--- src/hdl/soc_pkg.sv ---
package soc_pkg;

	// ============================================================
	// widths with a meaning on the bus
	typedef logic [31:0] addr_t;
	typedef logic [31:0] data_t;
	typedef logic [3:0] window_t;
	typedef logic [2:0] reg_index_t;
	typedef logic [9:0] led_t;

	// ============================================================
	// request toward the target, response back to the master
	typedef struct packed {
		logic request;
		logic rw;
		addr_t address;
		data_t wdata;
	} bus_req_t;

	typedef struct packed {
		logic ready;
		data_t rdata;
	} bus_rsp_t;

	// near windows on address bits 31:28
	localparam window_t WIN_ROM = 4'h0;
	localparam window_t WIN_RAM = 4'h2;
	localparam window_t WIN_BRIDGE = 4'h5;

	// far windows on address bits 27:24
	localparam window_t WIN_TIMER = 4'h5;
	localparam window_t WIN_SYSREG = 4'h9;

	// system register map
	localparam reg_index_t SYSREG_DEVICE_ID = 3'd0;
	localparam reg_index_t SYSREG_FREQUENCY = 3'd1;
	localparam reg_index_t SYSREG_RAM_SIZE = 3'd2;
	localparam reg_index_t SYSREG_LEDS = 3'd3;

	// timer register map
	localparam reg_index_t TIMER_COUNT = 3'd0;
	localparam reg_index_t TIMER_COMPARE = 3'd1;
	localparam reg_index_t TIMER_CONTROL = 3'd2;

	// ============================================================
	typedef enum logic {ARB_IDLE, ARB_BUSY} arb_state_t;
	typedef enum logic [1:0] {BR_IDLE, BR_FAR, BR_DONE} bridge_state_t;

endpackage

--- src/hdl/soc_timer.sv ---
`timescale 1ns/1ps

module soc_timer (
	input  logic              i_clock,
	input  logic              i_rst,
	input  soc_pkg::bus_req_t i_req,
	output soc_pkg::bus_rsp_t o_rsp,
	output logic              o_timer_irq
);
	import soc_pkg::*;

	reg_index_t index;
	logic access;
	logic ready;
	logic irq_enable;
	data_t count;
	data_t compare;
	data_t read_value;
	data_t rdata;

	assign index = i_req.address[4:2];
	assign access = i_req.request && !ready;

	always_comb begin
		case (index)
			TIMER_COUNT: read_value = count;
			TIMER_COMPARE: read_value = compare;
			TIMER_CONTROL: read_value = {31'b0, irq_enable};
			default: read_value = '0;
		endcase
	end

	// count runs freely and ignores writes
	always_ff @(posedge i_clock) begin
		if (i_rst) begin
			count <= '0;
			compare <= '1;
			irq_enable <= 1'b0;
			ready <= 1'b0;
		end else begin
			count <= count + 1'b1;
			ready <= access;
			if (access && i_req.rw) begin
				case (index)
					TIMER_COMPARE: compare <= i_req.wdata;
					TIMER_CONTROL: irq_enable <= i_req.wdata[0];
					default: ;
				endcase
			end
		end
	end

	always_ff @(posedge i_clock) begin
		if (access) begin
			rdata <= read_value;
		end
	end

	assign o_timer_irq = irq_enable && (count >= compare);
	assign o_rsp.ready = ready;
	assign o_rsp.rdata = rdata;

endmodule

--- config.mk ---
export PLATFORM = sky130hd
export DESIGN_NAME = soc_timer
export DESIGN_NICKNAME = d
export VERILOG_FILES = /design/src/hdl/soc_pkg.sv /design/src/hdl/soc_timer.sv
export SDC_FILE = /design/constraint.sdc
export NUM_CORES = 1
export LEC_CHECK = 0
export ABC_AREA = 1
export BUFFER_PORTS_ARGS = -buffer_cell sky130_fd_sc_hd__clkbuf_2
export CORE_MARGIN = 2
export CORE_UTILIZATION = 55
export CTS_CLUSTER_DIAMETER = 120
export DETAILED_ROUTE_END_ITERATION = 8
export GPL_TIMING_DRIVEN = 0
export HOLD_SLACK_MARGIN = 0.02
export PLACE_DENSITY = 0.8
export SYNTH_ARGS = -nofsm -noshare
export SYNTH_HDL_FRONTEND = slang
export SYNTH_SLANG_ARGS = --single-unit
--- constraint.sdc ---
create_clock -name i_clock -period 3.46 [get_ports i_clock]
set_clock_uncertainty 0.05 [all_clocks]
set_input_delay 0.692 -clock i_clock [delete_from_list [all_inputs] [get_ports i_clock]]
set_output_delay 0.692 -clock i_clock [all_outputs]
set_load 0.01 [all_outputs]
## Yosys cells after proc, flatten, opt, wreduce, memory -nomap -nowiden

Cells that the tools add are included.

- Flip-flop bits (word level): 98
- Latch bits: 0
- Memory bits (writable): 0
- ROM bits: 0
- Input bits: 68
- Output and inout bits: 34
- Logic and storage cells: 17
- Memories: 0

- Add/sub/neg operators: 1
- Multiply operators: 0
- Div/mod/pow operators: 0
- $lt $le $gt $ge: 1
- Eq/ne operators: 2
- Shifts and indexed selects: 0
- Multiplexer cells: 1
- Bitwise gates (word level): 0
- Reduce and logical (&&, ||, !) cells: 7

Operator list:

| operator | count |
|---|---|
| one-hot mux 32 bit (3 select lines) | 1 |
| adder 32 x 1 -> 32 bit, second input constant | 1 |
| >= comparator 32 bit | 1 |
| AND reduction 2 bit | 2 |
| == test 3 x 1 -> 1 bit, second input constant | 1 |
| == test 3 x 2 -> 1 bit, second input constant | 1 |
| logical AND 1 bit | 3 |
| logical NOT 3 bit | 1 |
| logical NOT 1 bit | 1 |

## Logic depth before layout (Yosys ltp)

- Depth in word-level cells: 4
- Mapped depth: 13
- Gate-level depth less buffers: 13

## Worst setup path after synthesis

No wires, ideal clock.

- Path type: input port to flip-flop
- Start point: input port i_req[65] (netlist bit)
- End point: register compare[10]
- Library setup time: 125 ps
- Arrival: 3028 ps
- Setup slack: 257 ps
- Stages: 6
- Buffers on the path: 1
- Cells stage by stage: inv_1 > nor2_1 > nand2_1 > nor2_4 > clkbuf_1 > o21ai_0

- Longest elaborated chain between the ends: 3

Ends and longest elaborated chain:

| element | line | source |
|---|---|---|
| start, declared | soc_timer.sv:6 | `input soc_pkg::bus_req_t i_req,` |
| logical AND 1 bit | soc_timer.sv:22 | `assign access = i_req.request && !ready;` |
| named net access | soc_timer.sv:13 | `logic access;` |
| logical AND 1 bit | soc_timer.sv:43 | `if (access && i_req.rw) begin` |
| AND reduction 2 bit (no source line) | n/a |  |
| end signal, assigned | soc_timer.sv:45 | `TIMER_COMPARE: compare <= i_req.wdata;` |
| end, declared | soc_timer.sv:17 | `data_t compare;` |

The timed path passes the listed nets, and every way through them passes these cells.
A chain may end at the register's enable or synchronous reset.

## Worst setup path in the final report

- Start point: register compare[31]
- End point: output port o_timer_irq

- Longest elaborated chain between the ends: 2

Ends and longest elaborated chain:

| element | line | source |
|---|---|---|
| >= comparator 32 bit | soc_timer.sv:59 | `assign o_timer_irq = irq_enable && (count >= compare);` |
| logical AND 1 bit | soc_timer.sv:59 |  |
| end, declared | soc_timer.sv:8 | `output logic o_timer_irq` |

No other way between the ends.

==> out/results.txt <==
post-CTS setup buffer count - 0
Initial DRC Count - 266
clock sink total - 98
crit path time final - 2.854 ns
setup ws final - 0.6060 ns
All-Layer GR Usage - 0.2824
Synth Area in XOR/XNOR - 0.003582
top cell type's share of synthesized area - 0.2702
type of the worst min-delay path - flop to flop
Ys Warns - 0
chip width - 98.29 um
Critical Path RT - 2.72 ns
root buffer cell - clkbuf_8
Area Growth Syn to Fin - 14.25%
most common cell after layout, fill and taps aside - nand2_1
max_slew headroom - 0.3386
Worst-Margin Slew - 0.9897 ns
Post-layout nets - 779
Final HPWL DP - 9.873 mm
post-synthesis compound-gate area fraction - 0.1699
RSZ-0062 raised after global routing - no
highest clock rate - 350.4 MHz
Starting Density - 0.5634
VDD IR max - 0.1936 mV
vias per cell - 5.678
ANT nets after route - 0
Ant. Diodes - 0
maximum fanout along the worst path - 3
Post-Synth Simple-Gate Area - 0.1886
Fin. Hold Viols - 0
area leader, netlist - dfxtp_1
Post-CTS Resized - 0
first-pass GRT wire length - 21.59 mm
Detailed Route WL - 13.28 mm
dpl ws - 0.4755 ns
startpoint types - flop
Final Power - 0.002156 W
Leak - 2.569 nW
Max-Cap Viols - 0
clk buf depth - 2
routed length per instance - 16.79 um
total power divided by cell area - 385.9 nW/um^2
setup TNS - 0 ns
DRC errors left - 0
total CTS buffers - 9
Ports - 102
total grt overflow - 0
largest net degree at the start of global routing - 34
synth top area cells - dfxtp_1, edfxtp_1, ha_1, a21oi_1, nand2_1
met1 Use GR - 0.3728
fin crit share - 0.8249
post-synthesis sequential area ratio - 0.4667
met3 usage - 0.04510
Syn Area/Cell - 8.204 um^2
post-route cell area - 5587 um^2
Crit Path Category - flop to primary output
Synth Area in Adders - 0.08444
#FFs+latches synth - 98
antenna violations before repair - 0
row cnt - 34
max-slew violation count - 0
busiest grt layer - met2
worst path arrival time - 2.11 ns
share of cells above drive strength 1 - 0.1596
via count - 4491
GPL Wtd Cong - 0.9416
post-synthesis mux area share - 0
synthesized netlist cell count - 596
clk_lat worst skew - 0.37 ns
Post-Synthesis Cell Area - 4890 um^2
Setup Viol. Count Final - 0
die area - 9661 um^2
Crit. End Element - primary output
hold buffers post-CTS - 0
met2 GRT Util - 0.4809
DP Area - 5388 um^2
# port buffers - 71
Die Height - 98.29 um
Worst-path clk slew - 0.11 ns
vias in the first global route - 4351
Synth Net Count - 697
Core Region - 8678 um^2
CTS tree - yes
status - finished, final reports clean
post-synth cell types - 34
# H-tree levels - 3
largest family of logic cells by synthesized area - simple AND/OR/NAND/NOR gates
DRT Pass-1 Iters - 6
most frequent cells in the layout - nand2_1, inv_1, a21oi_1
[routing by layer]
metal  routed length [um]  vias up  part of all wire
met5                    0        -                 0
met4                  235        0             0.018
met3                  849       23             0.064
met2                 6326      169              0.48
met1                 5872     2106              0.44
li1                     -     2193                 -
[state kept, by name (all words and copies together), names as in the netlist]
register,cells
irq_enable,1
compare,32
count,32
ready,1
rdata,32
[cells in the mapped netlist]
cell      count
or2_2         1
nand3_4       1
a21oi_1      74
edfxtp_1     32
clkinv_2      1
nor2_4        2
clkbuf_2      1
nand4_1       9
buf_4         1
nor4_2        1
o21ai_1       4
nor3_4        2
o21ai_0      47
ha_1         33
nor4_1        2
o221ai_1      1
o21a_1        2
clkbuf_1     14
buf_2         4
nand3_1      25
nor3_2        2
nor3_1       18
nor2_2        2
or2_0         1
nand2_1      94
xor2_1        2
o22ai_1      29
nand2_4       1
dfxtp_1      66
nand2_2       1
nor3b_1       1
nor2_1       32
inv_1        89
nand3_2       1
[metrics by stage]
| step | std cells | utilization | hold WS, ns |
|---|---|---|---|
| floorplan | 596 | - | 0.3722 |
| finish | 791 | 0.6437 | 0.4539 |
| global placement | 775 | 0.6200 | 0.3813 |
| detailed placement | 775 | 0.6208 | 0.4381 |
| global route | 791 | 0.6437 | 0.4676 |
| CTS | 791 | 0.6437 | 0.4526 |
[report_power, final]
group / internal [W] / switching [W] / total [W]
sequential: 0.00122 / 0.0000120 / 0.00124
combinational: 0.0000587 / 0.000102 / 0.000161
clock: 0.000341 / 0.000419 / 0.000760
total: 0.00162 / 0.000533 / 0.00216
[layout make-up]
class	count	area, um^2
Fill cell	781	3092
Inverter	90	339.1
Buffer	20	85.08
Tap cell	108	135.1
Clock inverter	7	75.07
Clock buffer	9	123.9
Timing Repair Buffer	71	355.3
Sequential cell	98	2282
Multi-Input combinational cell	388	2191
[path summary, 6_finish.rpt]
check        cells past startpoint           to   startpoint  slack, ns
max                              9  o_timer_irq  compare[31]       0.61
min                              2    count[31]    count[31]       0.45
max reg2reg                      5  compare[15]        ready       0.96
min reg2reg                      2    count[31]    count[31]       0.45
[worst max-delay path, stage by stage (launching register included)]
cell	delay (ns)
dfxtp_1	0.32
inv_1	0.08
ha_1	0.30
nand2_1	0.08
nor2_1	0.14
nand4_1	0.22
a21oi_1	0.21
nor2_1	0.07
a21oi_1	0.17
clkbuf_2	0.16
[cells by family (layout without fill, tap and decap cells)]
family          count (synthesis)  in the layout
flops                          98             98
buf+inv                       110            197
xor+xnor                        2              2
simple gates                  196            196
fa+ha+maj                      33             33
compound gates                157            157
Note: power is estimated with default switching activity, not from simulation.
