==> src/hdl/soc_pkg.sv <==
package soc_pkg;

	// ============================================================
	// widths with a meaning on the bus
	typedef logic [31:0] addr_t;
	typedef logic [31:0] data_t;
	typedef logic [3:0] window_t;
	typedef logic [2:0] reg_index_t;
	typedef logic [9:0] led_t;

	// ============================================================
	// request toward the target, response back to the master
	typedef struct packed {
		logic request;
		logic rw;
		addr_t address;
		data_t wdata;
	} bus_req_t;

	typedef struct packed {
		logic ready;
		data_t rdata;
	} bus_rsp_t;

	// near windows on address bits 31:28
	localparam window_t WIN_ROM = 4'h0;
	localparam window_t WIN_RAM = 4'h2;
	localparam window_t WIN_BRIDGE = 4'h5;

	// far windows on address bits 27:24
	localparam window_t WIN_TIMER = 4'h5;
	localparam window_t WIN_SYSREG = 4'h9;

	// system register map
	localparam reg_index_t SYSREG_DEVICE_ID = 3'd0;
	localparam reg_index_t SYSREG_FREQUENCY = 3'd1;
	localparam reg_index_t SYSREG_RAM_SIZE = 3'd2;
	localparam reg_index_t SYSREG_LEDS = 3'd3;

	// timer register map
	localparam reg_index_t TIMER_COUNT = 3'd0;
	localparam reg_index_t TIMER_COMPARE = 3'd1;
	localparam reg_index_t TIMER_CONTROL = 3'd2;

	// ============================================================
	typedef enum logic {ARB_IDLE, ARB_BUSY} arb_state_t;
	typedef enum logic [1:0] {BR_IDLE, BR_FAR, BR_DONE} bridge_state_t;

endpackage

==> src/hdl/soc_bus_decoder.sv <==
`timescale 1ns/1ps

module soc_bus_decoder (
	input  logic              i_clock,
	input  logic              i_rst,
	input  soc_pkg::bus_req_t i_bus_req,
	output soc_pkg::bus_rsp_t o_bus_rsp,
	output soc_pkg::bus_req_t o_rom_req,
	input  soc_pkg::bus_rsp_t i_rom_rsp,
	output soc_pkg::bus_req_t o_ram_req,
	input  soc_pkg::bus_rsp_t i_ram_rsp,
	output soc_pkg::bus_req_t o_bridge_req,
	input  soc_pkg::bus_rsp_t i_bridge_rsp,
	output logic              o_fault,
	output soc_pkg::addr_t    o_fault_address
);
	import soc_pkg::*;

	window_t window;
	logic rom_sel;
	logic ram_sel;
	logic bridge_sel;
	logic unmapped;
	logic fault_ready;

	assign window = i_bus_req.address[31:28];
	assign rom_sel = window == WIN_ROM;
	assign ram_sel = window == WIN_RAM;
	assign bridge_sel = window == WIN_BRIDGE;
	assign unmapped = i_bus_req.request && !(rom_sel || ram_sel || bridge_sel);

	always_comb begin
		o_rom_req = i_bus_req;
		o_rom_req.request = i_bus_req.request && rom_sel;
		o_ram_req = i_bus_req;
		o_ram_req.request = i_bus_req.request && ram_sel;
		o_bridge_req = i_bus_req;
		o_bridge_req.request = i_bus_req.request && bridge_sel;
	end

	always_comb begin
		if (rom_sel) begin
			o_bus_rsp = i_rom_rsp;
		end else if (ram_sel) begin
			o_bus_rsp = i_ram_rsp;
		end else if (bridge_sel) begin
			o_bus_rsp = i_bridge_rsp;
		end else begin
			o_bus_rsp.ready = fault_ready;
			o_bus_rsp.rdata = '0;
		end
	end

	// ============================================================
	// unmapped window completes after one cycle and leaves a sticky fault
	always_ff @(posedge i_clock) begin
		if (i_rst) begin
			fault_ready <= 1'b0;
			o_fault <= 1'b0;
			o_fault_address <= '0;
		end else begin
			fault_ready <= unmapped && !fault_ready;
			if (unmapped && !fault_ready) begin
				o_fault <= 1'b1;
				o_fault_address <= i_bus_req.address;
			end
		end
	end

endmodule

==> config.mk <==
export PLATFORM = sky130hd
export DESIGN_NAME = soc_bus_decoder
export DESIGN_NICKNAME = d
export VERILOG_FILES = /design/src/hdl/soc_pkg.sv /design/src/hdl/soc_bus_decoder.sv
export SDC_FILE = /design/constraint.sdc
export NUM_CORES = 1
export LEC_CHECK = 0
export ABC_AREA = 1
export BUFFER_PORTS_ARGS = -buffer_cell sky130_fd_sc_hd__buf_4
export CAP_MARGIN = 20
export CORE_AREA = 2 2 166 168
export CTS_BUF_LIST = sky130_fd_sc_hd__clkbuf_4
export DETAILED_ROUTE_END_ITERATION = 10
export DIE_AREA = 0 0 168 170
export PLACE_DENSITY_LB_ADDON = 0.1
export SYNTH_ARGS = -nofsm -noshare
export SYNTH_HDL_FRONTEND = slang
export SYNTH_SLANG_ARGS = --single-unit
==> constraint.sdc <==
create_clock -name i_clock -period 1.3 [get_ports i_clock]
set_input_delay 0.26 -clock i_clock [delete_from_list [all_inputs] [get_ports i_clock]]
set_output_delay 0.26 -clock i_clock [all_outputs]
set_load 0.03 [all_outputs]
---- Word-level counts from Yosys, hierarchy flattened ----
Index checks and enable logic that the tools add are counted.
operators by class
  equality and inequality tests ........... 2
  mux-type cells .......................... 3
  reduce and logical (&&, ||, !) cells .... 10
operator list
  operator                                              number
  2-to-1 mux 33 bit                                     3
  logical AND 1 bit                                     5
  equality test 4 x 2 -> 1 bit (second input constant)  1
  equality test 4 x 3 -> 1 bit (second input constant)  1
  logical NOT 4 bit                                     1
  logical NOT 1 bit                                     2
  logical OR 1 bit                                      2
word-level totals
  register bits after elaboration ......... 34
  input port bits ......................... 167
  output and inout bits ................... 264

---- Depth between registers and ports, before layout ----
  depth in word-level cells ............... 6
  gate-level depth with buffers ........... 8
  gate-level depth less buffers ........... 7

---- Worst setup path after synthesis ----
No wires, ideal clock.
  path type ............................... input port to output port
  start ................................... input port i_bus_req[63] (netlist bit)
  end ..................................... output port o_ram_req[65] (netlist bit)
  arrival ................................. 1.197 ns
  slack ................................... -0.157 ns
  cell stages on the path ................. 3
  path through ............................ nor2_2 -> nand2_4 -> nor3_1
RTL lines
  item         RTL line               text
  from (decl)  soc_bus_decoder.sv:6   input soc_pkg::bus_req_t i_bus_req,
  to (decl)    soc_bus_decoder.sv:10  output soc_pkg::bus_req_t o_ram_req,

==> results.sh <==
export IMPL_violations="negative setup slack"
export IMPL_cts_tree="yes"
export IMPL_power_density_nw_per_um2=710
export IMPL_globalRouteOverflowTotal=0
export IMPL_critPathArrivalTime_ps=1260
export IMPL_dr_pass1_iters=4
export IMPL_fmax_mhz=659
export IMPL_die_y_um=170
export IMPL_cts_sinks=34
export IMPL_status="finished, violations left"
export IMPL_grt_pass1_vias=3593
export IMPL_rows=60
export IMPL_p_leak_uw=0.00318
export IMPL_ys_seq_area_frac=0.189
export IMPL_holdCritPathClass="in -> reg"
export IMPL_synth_largest_area_cell="buf_4"
export IMPL_switching_share=0.407
export IMPL_layout_commonest_cell="buf_4"
export IMPL_ys_ff_latch=34
export IMPL_clk_latency_ps=360
export IMPL_fin_area_um2=5740
export IMPL_startpoint="i_bus_req[63]"
export IMPL_nNetsFinal=856
export IMPL_fin_ws_ps=-217
export IMPL_crit_type="in -> out"
export IMPL_synth_area_top_cells="buf_4 (41%), dfxtp_1 (19%), nand2_1 (14%), nand3_1 (9.2%), nor2_1 (7.0%)"
export IMPL_gp_congestion=0.893
export IMPL_seqPwrFrac=0.291
export IMPL_die_width_um=168
export IMPL_clkPwrFrac=0.197
export IMPL_die_area_um2=28600
export IMPL_rsz0062_at_grt="yes"
export IMPL_cpPeakStageDelay_ps=160
export IMPL_wl_mm=15.4
export IMPL_detail_route_vias_per_cell=3.48
export IMPL_timing_max_cap_violations=0
export IMPL_route_detailed_drc=0
export IMPL_cts_buffer_depth=2
export IMPL_rr_startpoint="fault_ready"
export IMPL_drv_slew=0
export IMPL_wire_per_inst_um=14.9
export IMPL_holdPathEnd="fault_ready"
export IMPL_hold_viol_final=0
export IMPL_setup_viol=35
export IMPL_fin_skew_ps=8.73
export IMPL_combPwrFrac=0.512
export IMPL_cp_end_kind="output pin"
export IMPL_io_buffers=298
export IMPL_critPathSlowestCell="clkbuf_16"
export IMPL_num_io_pins=431
export IMPL_yosysWarnings=0
export IMPL_htree_num_levels=2
export IMPL_drtAntennaViolNets=0
export IMPL_grt_total_usage=0.101
export IMPL_synth_top_area_share=0.412
export IMPL_post_dp_cell_area_um2=5170
export IMPL_synth_cell_types=16
export IMPL_relSlewSlack=0.637
export IMPL_post_route_period_util=1.17
export IMPL_netlist_area_um2=3610
export IMPL_cts_root_buf="clkbuf_4"
export IMPL_reg2reg_slack_ps=120
export IMPL_r2r_end="o_fault_address[16]"
export IMPL_syn_nets=734
export IMPL_required_ps=1040
export IMPL_worst_slew_pin_slew_ps=544
export IMPL_crit_fanout=8
export IMPL_hpwl_mm=12.0
export IMPL_clk_pin_slew_ps=120
export IMPL_areaGrowthSynthToFinish_pct=59.0
export IMPL_synth_cells=567
export IMPL_initial_core_util=0.135
export IMPL_worstRegToRegCells=5
export IMPL_grt_max_degree=34
export IMPL_cts_buffers=5
export IMPL_fin_crit_ps=1520
export IMPL_p_int_uw=2420
export IMPL_grt_pass1_wl_mm=21.6
export IMPL_antenna_found_initial=1
export IMPL_fin_hold_ws_ps=92.0
export IMPL_drt_initial_drc_count=86
export IMPL_core_area_um2=26700
export IMPL_drive_gt1_frac=0.607
export IMPL_hold_depth=2
export IMPL_p_sw_uw=1660
export IMPL_vias=3593
export IMPL_min_from="i_rst"
export IMPL_crit_chain="buf_12 > nor2_4 > nand2_4 > nor2_4 > buf_12 > clkbuf_16 > nand2_1 > nand3_2 > buf_6"
export IMPL_start_kind="input port"
export IMPL_syn_area_per_cell_um2=6.37
export IMPL_final_cell_mix="buf_4 (275), nand2_1 (105), nor2_1 (65)"
export IMPL_cts_hold_buffers=0
export IMPL_vdd_drop_max_mv=0.278
==> critical path: cells and delay by family <==
family / cells / cell delay [ps]
buffers and inverters: 4 / 540
and+or+nand+nor: 5 / 440
==> power by group through the flow <==
stage	Combinational [uW]	Clock, uW	Sequential, uW
5_1_grt	2240	935	1200
4_1_cts	2100	903	1190
6_report	2090	804	1190
2_1_floorplan	1600	0	1380
3_5_place_dp	2000	0	1210
3_3_place_gp	2010	0	1210
==> cell type report <==
class,instances,area (um2)
timing repair buffer,331,2840
clock inverter,2,33.8
inverter,38,145
multi-input combinational,279,1570
fill,3023,20900
tap,341,427
antenna,1,2.50
sequential,34,682
clock buffer,5,37.5
==> per-layer routing <==
metal  up-vias  track usage  part of all wire
li1       1767            -                 -
met1      1598        0.100              0.34
met4         0       0.0378             0.021
met2       203        0.201              0.55
met5         -            0                 0
met3        25       0.0247             0.086
==> cell usage after synthesis <==
cell	instances
buf_2	12
a21oi_2	2
nand3_1	66
buf_4	198
nor2_8	1
inv_1	38
nor2_2	2
nor2_1	67
buf_6	3
nand2_2	3
nand2_4	1
clkbuf_1	3
nor3_1	3
nor2_4	2
dfxtp_1	34
nand2_1	132
==> how the worst max path moves through the flow <==
stage	end	slack (ps)
floorplan	o_ram_req[65]	-160
global placement	o_bus_rsp[20]	-340
detailed placement	o_bus_rsp[20]	-340
CTS	o_bus_rsp[32]	-290
global route	o_bus_rsp[30]	-260
finish	o_bus_rsp[30]	-220
==> through the flow <==
step | worst slack [ps] | instances | total power [uW] | setup TNS [ps] | utilization
after floorplan | -157 | 567 | 2980 | -314 | -
after global placement | -338 | 1015 | 3210 | -19320 | 0.194
after detailed placement | -343 | 1015 | 3210 | -19710 | 0.194
after CTS | -295 | 1028 | 4190 | -8980 | 0.210
after global routing | -258 | 1031 | 4370 | -9230 | 0.215
final | -217 | 1031 | 4080 | -6380 | 0.215
==> what timing repair did <==
item / in CTS / in global routing
pin swaps: 9 / 15
setup endpoints to repair: 60 / 68
gates resized for setup: 74 / 38
setup buffers: 4 / 3
cloned: 2 / 3
==> cells by family after synthesis <==
kind of cell,synth area share
compound gates,0.00485
simple gates,0.326
flops,0.189
buf+inv,0.480
==> registers in the layout, indices dropped and copies added (netlist names) <==
signal           flops
o_fault              1
fault_ready          1
o_fault_address     32
No activity file was read; power rests on OpenSTA's default activity.
