--- src/hdl/soc_pkg.sv ---
package soc_pkg;

	// ============================================================
	// widths with a meaning on the bus
	typedef logic [31:0] addr_t;
	typedef logic [31:0] data_t;
	typedef logic [3:0] window_t;
	typedef logic [2:0] reg_index_t;
	typedef logic [9:0] led_t;

	// ============================================================
	// request toward the target, response back to the master
	typedef struct packed {
		logic request;
		logic rw;
		addr_t address;
		data_t wdata;
	} bus_req_t;

	typedef struct packed {
		logic ready;
		data_t rdata;
	} bus_rsp_t;

	// near windows on address bits 31:28
	localparam window_t WIN_ROM = 4'h0;
	localparam window_t WIN_RAM = 4'h2;
	localparam window_t WIN_BRIDGE = 4'h5;

	// far windows on address bits 27:24
	localparam window_t WIN_TIMER = 4'h5;
	localparam window_t WIN_SYSREG = 4'h9;

	// system register map
	localparam reg_index_t SYSREG_DEVICE_ID = 3'd0;
	localparam reg_index_t SYSREG_FREQUENCY = 3'd1;
	localparam reg_index_t SYSREG_RAM_SIZE = 3'd2;
	localparam reg_index_t SYSREG_LEDS = 3'd3;

	// timer register map
	localparam reg_index_t TIMER_COUNT = 3'd0;
	localparam reg_index_t TIMER_COMPARE = 3'd1;
	localparam reg_index_t TIMER_CONTROL = 3'd2;

	// ============================================================
	typedef enum logic {ARB_IDLE, ARB_BUSY} arb_state_t;
	typedef enum logic [1:0] {BR_IDLE, BR_FAR, BR_DONE} bridge_state_t;

endpackage

--- src/hdl/soc_bus_arbiter.sv ---
`timescale 1ns/1ps

module soc_bus_arbiter (
	input  logic              i_clock,
	input  logic              i_rst,
	input  soc_pkg::bus_req_t i_ibus_req,
	output soc_pkg::bus_rsp_t o_ibus_rsp,
	input  soc_pkg::bus_req_t i_dbus_req,
	output soc_pkg::bus_rsp_t o_dbus_rsp,
	output soc_pkg::bus_req_t o_bus_req,
	input  soc_pkg::bus_rsp_t i_bus_rsp
);
	import soc_pkg::*;

	arb_state_t state;
	logic grant_dbus;
	logic bus_done;
	bus_req_t bus_req;

	assign bus_done = (state == ARB_BUSY) && i_bus_rsp.ready;

	always_ff @(posedge i_clock) begin
		if (i_rst) begin
			state <= ARB_IDLE;
			grant_dbus <= 1'b0;
			bus_req.request <= 1'b0;
		end else begin
			case (state)
				ARB_IDLE: begin
					// data port has fixed priority
					if (i_dbus_req.request) begin
						bus_req <= i_dbus_req;
						grant_dbus <= 1'b1;
						state <= ARB_BUSY;
					end else if (i_ibus_req.request) begin
						// instruction port is read only
						bus_req.request <= 1'b1;
						bus_req.rw <= 1'b0;
						bus_req.address <= i_ibus_req.address;
						bus_req.wdata <= '0;
						grant_dbus <= 1'b0;
						state <= ARB_BUSY;
					end
				end
				ARB_BUSY: begin
					if (i_bus_rsp.ready) begin
						bus_req.request <= 1'b0;
						state <= ARB_IDLE;
					end
				end
				default: begin
					state <= ARB_IDLE;
				end
			endcase
		end
	end

	assign o_bus_req = bus_req;

	// response goes only to the granted port
	assign o_dbus_rsp.ready = bus_done && grant_dbus;
	assign o_dbus_rsp.rdata = i_bus_rsp.rdata;
	assign o_ibus_rsp.ready = bus_done && !grant_dbus;
	assign o_ibus_rsp.rdata = i_bus_rsp.rdata;

endmodule

--- config.mk ---
export PLATFORM = sky130hd
export DESIGN_NAME = soc_bus_arbiter
export DESIGN_NICKNAME = d
export VERILOG_FILES = /design/src/hdl/soc_pkg.sv /design/src/hdl/soc_bus_arbiter.sv
export SDC_FILE = /design/constraint.sdc
export NUM_CORES = 1
export LEC_CHECK = 0
export BUFFER_PORTS_ARGS = -buffer_cell sky130_fd_sc_hd__buf_2
export CORE_AREA = 5 5 113 115
export DETAILED_ROUTE_END_ITERATION = 6
export DIE_AREA = 0 0 118 120
export GPL_TIMING_DRIVEN = 0
export SLEW_MARGIN = 20
export SYNTH_ARGS = -nofsm -noshare
export SYNTH_HDL_FRONTEND = slang
export SYNTH_SLANG_ARGS = --single-unit
--- constraint.sdc ---
create_clock -name i_clock -period 12.75 [get_ports i_clock]
set_input_delay 2.55 -clock i_clock [delete_from_list [all_inputs] [get_ports i_clock]]
set_output_delay 2.55 -clock i_clock [all_outputs]
set_load 0.01 [all_outputs]
# Word level (Yosys, flattened, before mapping)
# Cells that the tools add are included.
[word_totals] reg_bits=68 in_bits=167 wordCells=28
[classes] eq_ne=2 mux=10 bitwise=2 n_reduce_logical=8
[op_table] cell="2-to-1 mux 66 bit" count=2
[op_table] cell="2-to-1 mux 1 bit" count=6
[op_table] cell="one-hot mux 1 bit (2 select lines)" count=2
[op_table] cell="AND reduction 2 bit" count=2
[op_table] cell="logical AND 1 bit" count=3
[op_table] cell="inequality test 3 bit (second input constant)" count=1
[op_table] cell="AND reduction 3 bit" count=1
[op_table] cell="inequality test 2 bit (second input constant)" count=1
[op_table] cell="NOT 1 bit" count=2
[op_table] cell="nonzero test 2 bit" count=1
[op_table] cell="zero test 1 bit" count=1

# Depth between registers and ports, before layout
[depth] word_depth=3 depth_mapped=3

# Worst setup path before layout
# OpenSTA, ideal clock, no wires.
[synth_path] path_kind="input-to-reg" start="in i_rst" end="reg bus_req (netlist bit o_bus_req[0]), enable pin" setup_time_ns=0.488 t_arrival_ns=5.555 slack_ns=6.706 stages=2 path_buffers=0 cell_sequence="or2_2 -> nor2_1"
[synth_between] elab_chain_cells=2
[synth_lines] element="start, declared" line_no="soc_bus_arbiter.sv:5" rtl="input logic i_rst,"
[synth_lines] element="NOT 1 bit (no source line)"
[synth_lines] element="AND reduction 3 bit (no source line)"
[synth_lines] element="end signal, assigned" line_no="soc_bus_arbiter.sv:32" rtl="bus_req <= i_dbus_req;"
[synth_lines] element="end, declared" line_no="soc_bus_arbiter.sv:18" rtl="bus_req_t bus_req;"
# Every way passes these cells.
# A chain may end at the register's enable or synchronous reset.

==> results.yml <==
status:
  outcome: "finished, final reports clean"
critical_path:
  path_cells: "buf_2 -> and3_1 -> buf_2"
  crit_type: "input port to output pin"
  reg2reg_to: "o_bus_req[29]"
  cp_data_arrival_time_ns: 2.97
  worst_path_largest_cell_delay_ns: 0.17
  cp_top_family: "buffers and inverters"
  crit_path_frequent_cell: "buf_2"
  crit_buf_inv: 2
  regToRegSetupSlack_ns: 11.06
  worstSetupStartpointType: "input port"
  reg2reg_depth: 3
  cp_max_fo: 3
  r2r-start: "state"
  slowest_stage: "and3_1"
  required_ns: 10.20
  end_kind: "output pin"
grt:
  grt_pass1_wl_mm: 13.4
  grtUsageTotal_pct: 12.0
  grt_max_degree: 30
  antenna_found_initial: 0
  first_global_vias: 2717
  grt_overflow_total: 0
hold_path:
  holdCritPathClass: "flop to flop"
  hp-start: "grant_dbus"
  holdPathEnd: "grant_dbus"
  hold_depth: 2
clocking:
  cts_setup_buffers: 0
  root_buffer: "clkbuf_16"
  cts_buffers: 9
  cts_tree: "done"
  cts_buffer_depth: 2
  cts_resized: 0
  clock_latency_ns: 0.32
  h-tree-depth: 3
  holdBufCountCts: 0
  clock-sinks: 68
  path_clk_slew_ns: 0.06
pwr:
  clkPwrFrac_pct: 40.4
  combinationalPowerShare_pct: 15.4
  irDropWorstVdd_mv: 0.0546
  swShare_pct: 22.5
  pwr-share-seq_pct: 44.2
  power_density_nw_per_um2: 123
  p_leak_nw: 2.31
  p_switching_w: 0.000135
  p_int_w: 0.000464
yosys:
  yosysSeqAreaShare_pct: 63.1
  synth_commonest_cells: "buf_4 (68), edfxtp_1 (65), and2_1 (33)"
  yosysTopAreaCell: "edfxtp_1"
  syn-num-nets: 385
  syn_area_per_cell_sq_um: 14.6
  synth.area.top_cells: "edfxtp_1 (61%), buf_4 (16%), mux2_2 (11%), and2_1 (6.5%), dfxtp_1 (1.9%)"
  synthCells: 218
  ys_async_sr_fraction_pct: 0
  syn_area_sq_um: 3190
  ys_types: 18
  yosys_warnings: 0
  yosysTopAreaCellShare_pct: 61.2
  synth_ff_type: "edfxtp_1"
  synth_edf_count: 65
  yosysMostFrequentCell: "buf_4"
  synth-seq-cells: 68
die:
  dieArea_sq_um: 14200
  die_w_um: 118
  fp-row-count: 40
  coreArea_sq_um: 11700
  die_h_um: 120
  io_pins: 299
  start_util_pct: 27.2
sta:
  setup_viol: 0
  clock_skew_ns: 0.00618
  clock.fmax_ghz: 0.181
  worst_pin_slew_ns: 0.487
  hold_ws_ns: 0.518
  slew_viol_final: 0
  fin_setup_tns_ns: 0
  finalHoldViolCount: 0
  slew_headroom_pct: 67.4
  grt_setup_unrepaired: "false"
  period_share_pct: 43.3
  fin_crit_ns: 5.52
routing:
  wl_mm: 8.89
  vias: 2467
  dr.pass1.iters: 4
  ant_nets: 0
  wire_per_inst_um: 14.5
  routed_via_density: 4.01
  drt_iter0_drc: 132
  drc: 0
final_layout:
  drive_gt1_share_pct: 75.6
  final.fill_count: 1150
  antenna_cells: 0
  fin_nets: 630
  synthToLayoutAreaGrowth_pct: 52.8
placed_design:
  dpl.hpwl_mm: 7.51
  portBuffers: 232
  gp_congestion: 0.775
job:
  cap_violations: 0
-- area by class of cell --
class	count	area [sq um]	share of cell area, %
repair buffers	234	1200	24.6
well taps	147	184	3.77
clock buffers	10	229	4.70
inverters	1	3.75	0.0770
clock inverters	6	63.8	1.31
flip-flops and latches	68	2010	41.3
multi-input cells	78	658	13.5
plain buffers	71	524	10.8
-- layout by cell type, fill, tap and decap left out, drive strengths merged --
cell	netlist	layout
mux2	32	32
inv	1	2
and2	33	33
nor2	3	3
edfxtp	65	65
nand2b	1	1
clkinv	0	3
nor3	1	1
o2bb2ai	1	1
or2	1	1
bufinv	0	1
buf	70	304
nor2b	2	2
dfxtp	3	3
clkinvlp	0	1
clkbuf	1	11
nand2	1	1
a211oi	1	1
and3	1	1
o32ai	1	1
-- power by group through the flow --
| stage | Sequential, W | Combinational, W | Clock [W] |
|---|---|---|---|
| detailed placement | 0.000270 | 0.0000941 | 0 |
| global placement | 0.000271 | 0.0000906 | 0 |
| floorplan | 0.000277 | 0.0000418 | 0 |
| global route | 0.000266 | 0.000100 | 0.000260 |
| finish | 0.000265 | 0.0000921 | 0.000242 |
| CTS | 0.000265 | 0.0000945 | 0.000251 |
-- worst reg2reg max path, cell delays in order (launching register included) --
cell and delay (ns):
dfxtp_1 0.36, or2_2 0.35, nor2_4 0.40, buf_12 0.26
-- sequential cells by signal, summed over array words and instances (netlist names) --
name	cells
grant_dbus	1
o_bus_req	66
state	1
-- layer usage --
metal	vias up	global-route usage (%)	wire length [um]
li1	1185	-	-
met1	1114	12.5	3150
met2	158	21.6	4710
met3	10	4.62	897
met4	0	5.16	135
met5	-	0	0
-- cell families after synthesis --
logic type	Yosys count	share of synthesized area (%)
buffers and inverters	72	16.5
flip-flops	68	63.1
AND/OR/NAND/NOR	43	8.08
multiplexers	32	11.3
AO/OA/AOI/OAI	3	1.02
-- metrics by stage --
stage	power, W	setup WS (ns)	instances	instance area, sq um	utilization [%]
2_1_floorplan	0.000319	6.71	218	3190	-
3_3_place_gp	0.000362	5.21	597	4540	38.7
3_5_place_dp	0.000364	7.24	599	4580	39.1
4_1_cts	0.000611	7.24	615	4880	41.6
5_1_grt	0.000626	7.16	615	4880	41.6
6_report	0.000598	7.23	615	4880	41.6
-- how the worst max path moves through the flow --
stage	startpoint	endpoint	slack, ns	cells after the start
after global routing	i_bus_rsp[32]	o_ibus_rsp[32]	7.16	4
final	i_bus_rsp[32]	o_dbus_rsp[32]	7.23	3
after detailed placement	i_bus_rsp[32]	o_dbus_rsp[32]	7.24	3
after CTS	i_bus_rsp[32]	o_dbus_rsp[32]	7.24	3
after global placement	i_rst	o_bus_req[27]	5.21	3
after floorplan	i_rst	o_bus_req[0]	6.71	2
No activity file was read; power rests on OpenSTA's default activity.
