**src/hdl/soc_pkg.sv**
```systemverilog
package soc_pkg;

	// ============================================================
	// widths with a meaning on the bus
	typedef logic [31:0] addr_t;
	typedef logic [31:0] data_t;
	typedef logic [3:0] window_t;
	typedef logic [2:0] reg_index_t;
	typedef logic [9:0] led_t;

	// ============================================================
	// request toward the target, response back to the master
	typedef struct packed {
		logic request;
		logic rw;
		addr_t address;
		data_t wdata;
	} bus_req_t;

	typedef struct packed {
		logic ready;
		data_t rdata;
	} bus_rsp_t;

	// near windows on address bits 31:28
	localparam window_t WIN_ROM = 4'h0;
	localparam window_t WIN_RAM = 4'h2;
	localparam window_t WIN_BRIDGE = 4'h5;

	// far windows on address bits 27:24
	localparam window_t WIN_TIMER = 4'h5;
	localparam window_t WIN_SYSREG = 4'h9;

	// system register map
	localparam reg_index_t SYSREG_DEVICE_ID = 3'd0;
	localparam reg_index_t SYSREG_FREQUENCY = 3'd1;
	localparam reg_index_t SYSREG_RAM_SIZE = 3'd2;
	localparam reg_index_t SYSREG_LEDS = 3'd3;

	// timer register map
	localparam reg_index_t TIMER_COUNT = 3'd0;
	localparam reg_index_t TIMER_COMPARE = 3'd1;
	localparam reg_index_t TIMER_CONTROL = 3'd2;

	// ============================================================
	typedef enum logic {ARB_IDLE, ARB_BUSY} arb_state_t;
	typedef enum logic [1:0] {BR_IDLE, BR_FAR, BR_DONE} bridge_state_t;

endpackage

```
**src/hdl/soc_sysreg.sv**
```systemverilog
`timescale 1ns/1ps

module soc_sysreg #(
	parameter int unsigned DEVICE_ID = 1,
	parameter int unsigned CLOCK_FREQUENCY = 100000000,
	parameter int unsigned RAM_WORDS = 256
) (
	input  logic              i_clock,
	input  logic              i_rst,
	input  soc_pkg::bus_req_t i_req,
	output soc_pkg::bus_rsp_t o_rsp,
	output soc_pkg::led_t     o_leds
);
	import soc_pkg::*;

	reg_index_t index;
	logic access;
	logic ready;
	data_t read_value;
	data_t rdata;

	assign index = i_req.address[4:2];
	assign access = i_req.request && !ready;

	always_comb begin
		case (index)
			SYSREG_DEVICE_ID: read_value = data_t'(DEVICE_ID);
			SYSREG_FREQUENCY: read_value = data_t'(CLOCK_FREQUENCY);
			// size in bytes
			SYSREG_RAM_SIZE: read_value = data_t'(RAM_WORDS * 4);
			SYSREG_LEDS: read_value = data_t'(o_leds);
			default: read_value = '0;
		endcase
	end

	always_ff @(posedge i_clock) begin
		if (i_rst) begin
			ready <= 1'b0;
			o_leds <= '0;
		end else begin
			ready <= access;
			if (access && i_req.rw && index == SYSREG_LEDS) begin
				o_leds <= i_req.wdata[$bits(led_t)-1:0];
			end
		end
	end

	always_ff @(posedge i_clock) begin
		if (access) begin
			rdata <= read_value;
		end
	end

	assign o_rsp.ready = ready;
	assign o_rsp.rdata = rdata;

endmodule

```
**config.mk**
```make
export PLATFORM = sky130hd
export DESIGN_NAME = soc_sysreg
export DESIGN_NICKNAME = d
export VERILOG_FILES = /design/src/hdl/soc_pkg.sv /design/src/hdl/soc_sysreg.sv
export SDC_FILE = /design/constraint.sdc
export NUM_CORES = 1
export LEC_CHECK = 0
export ABC_AREA = 1
export ABC_CLOCK_PERIOD_IN_PS = 1510
export BUFFER_PORTS_ARGS = -buffer_cell sky130_fd_sc_hd__buf_4
export CAP_MARGIN = 20
export CELL_PAD_IN_SITES_DETAIL_PLACEMENT = 0
export CELL_PAD_IN_SITES_GLOBAL_PLACEMENT = 1
export CORE_ASPECT_RATIO = 0.75
export CORE_UTILIZATION = 23
export DETAILED_ROUTE_END_ITERATION = 12
export PLACE_DENSITY = 0.91
export SLEW_MARGIN = 20
export SYNTH_ARGS = -nofsm -noshare
export SYNTH_HDL_FRONTEND = slang
export SYNTH_SLANG_ARGS = --single-unit
```
**constraint.sdc**
```tcl
create_clock -name i_clock -period 1.51 [get_ports i_clock]
set_input_delay 0.2265 -clock i_clock [delete_from_list [all_inputs] [get_ports i_clock]]
set_output_delay 0.2265 -clock i_clock [all_outputs]
set_load 0.1 [all_outputs]
```
* After elaboration in Yosys (flattened, before gate mapping)
Cells that the tools add are included.
Storage, ports and cells: bits in registers 43, input port bits 68, output and inout port bits 43, logic and storage cells 12
Operators by class: equality and inequality tests 3, multiplexer cells 1, reduce and logical (&&, ||, !) cells 5
Operator list (count):
- 27-bit case mux with 4 select lines | 1
- 3-bit by 2-bit equality test with 1-bit output, second input constant | 2
- 3-bit by 1-bit equality test with 1-bit output, second input constant | 1
- 1-bit logical AND | 3
- 3-bit logical NOT | 1
- 1-bit logical NOT | 1

* Logic depth before layout (Yosys ltp)
Gate-level depths: netlist (run 1).
word-level depth 4, depth in mapped cells 6, depth with buffers taken out 6

* Least setup slack after synthesis (run 1)
OpenSTA, ideal clock, no wires.
path kind reg2out, start point reg, netlist name rdata[24], end point out o_rsp[14] in the netlist's numbering, arrival time 1.499 ns, data required time 1.283 ns, slack -0.215 ns, cell stages (with the launch flop) 2, path buffers 1, path through edfxtp_1 -> buf_4
RTL lines:
- end, declared | line soc_sysreg.sv:11 | output soc_pkg::bus_rsp_t o_rsp,

==> flow_summary.toml, run 1 <==
[status]
outcome = "finished clean"

[floorplan]
start_util = 0.248
top_level_ports = 111
die_area_um2 = 5240
chip_width_um = 83.3
die_y_um = 63.0
fp-row-count = 21
core_um2 = 4600

[yosys]
yosysUniqueCellTypes = 18
post_synth_and_or_nand_nor_area_fraction = 0.250
synthesis.area_per_instance_um2 = 8.70
yosys-mux-area-fraction = 0
syn_inst = 131
ys_ff_latch = 23
netlist.area_leader.share = 0.316
yosysTopAreaCell = "sky130_fd_sc_hd__edfxtp_1"
synth.cell_area_um2 = 1140
yosys_warnings = 0
synth_adder_area_share = 0
synth_area_leaders = "sky130_fd_sc_hd__edfxtp_1, sky130_fd_sc_hd__dfxtp_1, sky130_fd_sc_hd__buf_4"
synthXorXnorAreaFrac = 0
synth_top_family_by_area = "simple AND/OR/NAND/NOR gates"
synth_compound_gate_area_share = 0.0132
ys_seq_area_frac = 0.509

[sta]
final-max-slew-violation-count = 0
fin_ws_ps = 122
worst_clock_skew_ps = 0.808
final-hold-violation-count = 0
min_period_ps = 1390
setup_total_negative_slack_ps = 0
grt_setup_unrepaired = "false"
timing.fmax_mhz = 721
timing.hold.ws_ps = 127
finalSetupViolations = 0
fin_crit_sh = 0.919

[worst_setup_path]
critPathLaunchType = "flop"
cpLargestDelayFamily = "flip-flops"
data_required_time_of_the_critical_path_ps = 1280
r2r.worst_path.cells = 4
worst-path-max-fanout = 11
critical_path.cell_chain = "buf_4"
timing.critical_path.arrival_ps = 1160
worstPathBufferInverterCount = 1
critical_path.max_stage_delay_ps = 540
setup.worst_path.end_class = "output pin"
criticalPathCategory = "reg -> out"
critical_path_cell_count = 1
cpMaxStageDelayCell = "sky130_fd_sc_hd__edfxtp_1"

[power]
p_int_w = 0.000964
netSwitchingFraction = 0.415
combPwrFrac = 0.344
seqPwrFrac = 0.421
power.switching_w = 0.000682
power.density_cell_area_nw_per_um2 = 1090
clockPowerShare = 0.235
vdd.ir_drop.worst_uv = 451
leakagePower_nw = 0.725

[route]
detail_route.first_pass.iterations = 4
drt_iter0_markers = 46
wl_um = 2410
vias = 884
vias_per_cell = 3.84
detail_route.wl_per_cell_um = 10.5
remaining_drc_errors = 0
antenna_violating_nets_post_route = 0

[place]
final_estimated_routing_congestion_in_global_placement = 0.715
inst_count_dp = 226
dpl.hpwl_um = 1810
place.port_buffers = 49
post-place-ws_ps = 385

[clock_tree]
clockRootBuffer = "sky130_fd_sc_hd__clkbuf_8"
cts-resized-gates = 0
cts_setup_buffers = 0
tritoncts.num_buffers = 3
htree_num_levels = 1
cts.sink_count = 23
clk_path_buf_depth = 2
clk-insertion-delay-late_ps = 260
tritoncts = "yes"
clkSlewWorstSetupHoldPaths_ps = 80
ctsHoldBuffers = 0

[global_route]
grt_first_pass_wirelength_um = 3780
antenna_found_initial = 0
sum_of_overflow_across_all_layers_after_global_routing = 0
maximum_number_of_pins_on_one_net_before_global_route_repair = 13
first_global_vias = 799
grt_use_total = 0.0952

[final_layout]
final_net_count = 242
final-instance-count-excl-fill = 230
final_core_utilization = 0.327
antenna-diode-count = 0
drive_above_1_share = 0.341
nFillCells = 486
synthToLayoutAreaGrowth_pct = 31.9

[job]
cap_viol_max_count = 0

[worst_hold_path]
min_path_type = "in -> reg"
hold_depth = 2
-- cells in the final DEF, fill, tap and decap left out, drive strengths merged --
master	netlist	layout
clkbuf	0	4
conb	1	10
nand3	12	12
a21o	1	1
buf	22	51
o31ai	1	1
clkinv	1	1
nor3b	1	1
nor2	33	33
nand2	14	14
inv	22	22
edfxtp	12	12
dfxtp	11	11
-- through the flow --
step | cell area, µm² | power, W
CTS | 1500 | 0.00166
floorplan | 1170 | 0.00120
finish | 1500 | 0.00165
global placement | 1460 | 0.00127
global route | 1500 | 0.00170
detailed placement | 1460 | 0.00128
-- synth_stat cells --
| master | instances |
|---|---|
| sky130_fd_sc_hd__a21o_1 | 1 |
| sky130_fd_sc_hd__buf_4 | 21 |
| sky130_fd_sc_hd__buf_6 | 1 |
| sky130_fd_sc_hd__clkinv_1 | 1 |
| sky130_fd_sc_hd__conb_1 | 1 |
| sky130_fd_sc_hd__dfxtp_1 | 11 |
| sky130_fd_sc_hd__edfxtp_1 | 12 |
| sky130_fd_sc_hd__inv_1 | 22 |
| sky130_fd_sc_hd__nand2_1 | 13 |
| sky130_fd_sc_hd__nand2_2 | 1 |
| sky130_fd_sc_hd__nand3_1 | 11 |
| sky130_fd_sc_hd__nand3_4 | 1 |
| sky130_fd_sc_hd__nor2_1 | 30 |
| sky130_fd_sc_hd__nor2_2 | 1 |
| sky130_fd_sc_hd__nor2_4 | 1 |
| sky130_fd_sc_hd__nor2_8 | 1 |
| sky130_fd_sc_hd__nor3b_1 | 1 |
| sky130_fd_sc_hd__o31ai_1 | 1 |
-- final cells by class --
type	count	area, µm²	share of cell area
Clock buffer	4	45.0	0.0300
Sequential cell	23	581	0.386
Tap cell	57	71.3	0.0474
Inverter	23	86.3	0.0574
Timing Repair Buffer	51	383	0.255
Multi-Input combinational cell	72	338	0.225
-- path summary, 6_finish.rpt --
path	end	startpoint	slack, ps
hold / removal	ready$_SDFF_PP0_	i_rst	130
setup reg to reg	rdata[3]$_DFFE_PP_	ready$_SDFF_PP0_	420
setup / recovery	o_rsp[13]	rdata[24]$_DFFE_PP_	120
hold reg to reg	o_leds[2]$_SDFFE_PP0P_	o_leds[2]$_SDFFE_PP0P_	500
-- state kept, by name (all words and copies together), names as in the netlist --
signal  flops
o_leds     10
rdata      12
ready       1
-- kinds of logic (layout without fill, tap and decap cells) --
kind of cell    Yosys count  after routing
buf+inv                  45             78
compound gates            2              2
simple gates             60             60
other cells               1             10
flops                    23             23
-- power by group through the flow --
stage          Clock (W)  Sequential, W  Combinational [W]
5_1_grt         0.000423       0.000697           0.000585
2_1_floorplan          0       0.000861           0.000344
4_1_cts         0.000401       0.000694           0.000569
6_report        0.000387       0.000693           0.000567
3_3_place_gp           0       0.000707           0.000566
3_5_place_dp           0       0.000708           0.000569
-- metal layers --
metal,up-vias,wire length [µm],GRT usage
li1,454,-,-
met1,386,1100,0.105
met5,-,0,0
met3,2,197,0.0436
met4,0,14,0.0194
met2,42,1100,0.169
Note: power is estimated with default switching activity, not from simulation.
==> inputs of run 2 (changes only) <==
--- a/config.mk
+++ b/config.mk
@@ -15,6 +15,7 @@
 export CORE_UTILIZATION = 23
 export DETAILED_ROUTE_END_ITERATION = 12
 export PLACE_DENSITY = 0.91
+export REMOVE_ABC_BUFFERS = 1
 export SLEW_MARGIN = 20
 export SYNTH_ARGS = -nofsm -noshare
 export SYNTH_HDL_FRONTEND = slang
==> flow_summary.toml, run 2 (synthesis gave the netlist of run 1 again) <==
[status]
outcome = "finished clean"

[worst_setup_path]
timing.critical_path.arrival_ps = 1150
criticalPathCategory = "reg -> out"
critical_path.cell_chain = "buf_4"
critPathLaunchType = "flop"
r2r.worst_path.cells = 4
critical_path_cell_count = 1
cpLargestDelayFamily = "flip-flops"
timing.rr.start = "ready$_SDFF_PP0_"
worstPathBufferInverterCount = 1
worst-path-max-fanout = 11
setup.reg_to_reg.worst_slack_ps = 460
data_required_time_of_the_critical_path_ps = 1280
setup.worst_path.end_class = "output pin"
cpMaxStageDelayCell = "sky130_fd_sc_hd__edfxtp_1"
critical_path.max_stage_delay_ps = 530
regToRegEndpoint = "rdata[6]$_DFFE_PP_"

[sta]
setup_total_negative_slack_ps = 0
final-hold-violation-count = 0
worst_clock_skew_ps = 2.37
fin_ws_ps = 132
fin_crit_sh = 0.912
timing.fmax_mhz = 726
grt_setup_unrepaired = "false"
final-max-slew-violation-count = 0
finalSetupViolations = 0
min_period_ps = 1380

[clock_tree]
ctsHoldBuffers = 0
cts-resized-gates = 0
clockRootBuffer = "sky130_fd_sc_hd__clkbuf_8"
tritoncts = "yes"
tritoncts.num_buffers = 3
clk-insertion-delay-late_ps = 260
htree_num_levels = 1
cts.sink_count = 23
cts_setup_buffers = 0
clk_path_buf_depth = 2
clkSlewWorstSetupHoldPaths_ps = 80

[final_layout]
largestRegisters = "rdata x12, o_leds x10, ready x1"
antenna-diode-count = 0
largest_register_ff_count = 12
mostFrequentLayoutCells = "sky130_fd_sc_hd__buf_4, sky130_fd_sc_hd__nor2_1, sky130_fd_sc_hd__inv_1"
largest_register = "rdata"
drive_above_1_share = 0.341
final-instance-count-excl-fill = 230
final_net_count = 242
nFillCells = 495
finished_cell_area_um2 = 1500
synthToLayoutAreaGrowth_pct = 31.9
mostFrequentLayoutCell = "sky130_fd_sc_hd__buf_4"

[place]
final_estimated_routing_congestion_in_global_placement = 0.654
dpl.hpwl_um = 1790
dpl-instance-area_um2 = 1460
inst_count_dp = 226
place.port_buffers = 49
post-place-ws_ps = 396

[power]
report.power.total_w = 0.00163
vdd.ir_drop.worst_uv = 433
power.density_cell_area_nw_per_um2 = 1080
leakagePower_nw = 0.725

[global_route]
grt_use_total = 0.0930
first_global_vias = 804
antenna_found_initial = 0
maximum_number_of_pins_on_one_net_before_global_route_repair = 13
sum_of_overflow_across_all_layers_after_global_routing = 0
grt_first_pass_wirelength_um = 3770

[floorplan]
start_util = 0.248
die_area_um2 = 5240
core_um2 = 4600
die_y_um = 63.0
top_level_ports = 111
fp-row-count = 21
chip_width_um = 83.3

[route]
wl_um = 2300
detail_route.first_pass.iterations = 4
drt_iter0_markers = 33
remaining_drc_errors = 0
vias_per_cell = 3.76
antenna_violating_nets_post_route = 0
vias = 864
detail_route.wl_per_cell_um = 10.0

[job]
cap_viol_max_count = 0

[worst_hold_path]
holdCritStartpoint = "i_rst"
min_path_type = "in -> reg"
worst_hold_path.endpoint = "ready$_SDFF_PP0_"
hold_depth = 2
==> run 2: cell counts in the layout (fill, tap and decap cells not counted) <==
No cell type changed its count.
==> run 2: worst max path at each step <==
| stage | endpoint | start |
|---|---|---|
| floorplan | o_rsp[13] | rdata[24]$_DFFE_PP_ |
| global placement | o_leds[1]$_SDFFE_PP0P_ | i_req[36] |
| detailed placement | o_leds[9]$_SDFFE_PP0P_ | i_req[36] |
| CTS | o_rsp[22] | rdata[24]$_DFFE_PP_ |
| global route | o_rsp[18] | rdata[24]$_DFFE_PP_ |
| finish | o_rsp[13] | rdata[24]$_DFFE_PP_ |
==> run 2: stage by stage <==
| step | util | hold slack [ps] |
|---|---|---|
| final | 0.327 | 128 |
| after global routing | 0.327 | 112 |
| after CTS | 0.327 | 121 |
| after detailed placement | 0.317 | 404 |
| after global placement | 0.317 | 398 |
| after floorplan | - | 299 |
==> run 2: layer usage <==
| layer | share of wire | GRT usage |
|---|---|---|
| met1 | 0.41 | 0.102 |
| met2 | 0.51 | 0.164 |
| met4 | 0.013 | 0.0453 |
| met3 | 0.065 | 0.0277 |
| met5 | 0 | 0 |
==> run 2: cell type report <==
| type | count | area [µm²] | share of cell area |
|---|---|---|---|
| flip-flops and latches | 23 | 581 | 0.386 |
| repair buffers | 51 | 383 | 0.255 |
| multi-input cells | 72 | 338 | 0.225 |
| inverters | 23 | 86.3 | 0.0574 |
| well taps | 57 | 71.3 | 0.0474 |
| clock buffers | 4 | 45.0 | 0.0300 |
==> run 2: report_power, final <==
group          internal [W]  switching (W)
Combinational     0.0000955       0.000469
Sequential         0.000680      0.0000132
Clock              0.000188       0.000187
Total              0.000963       0.000668
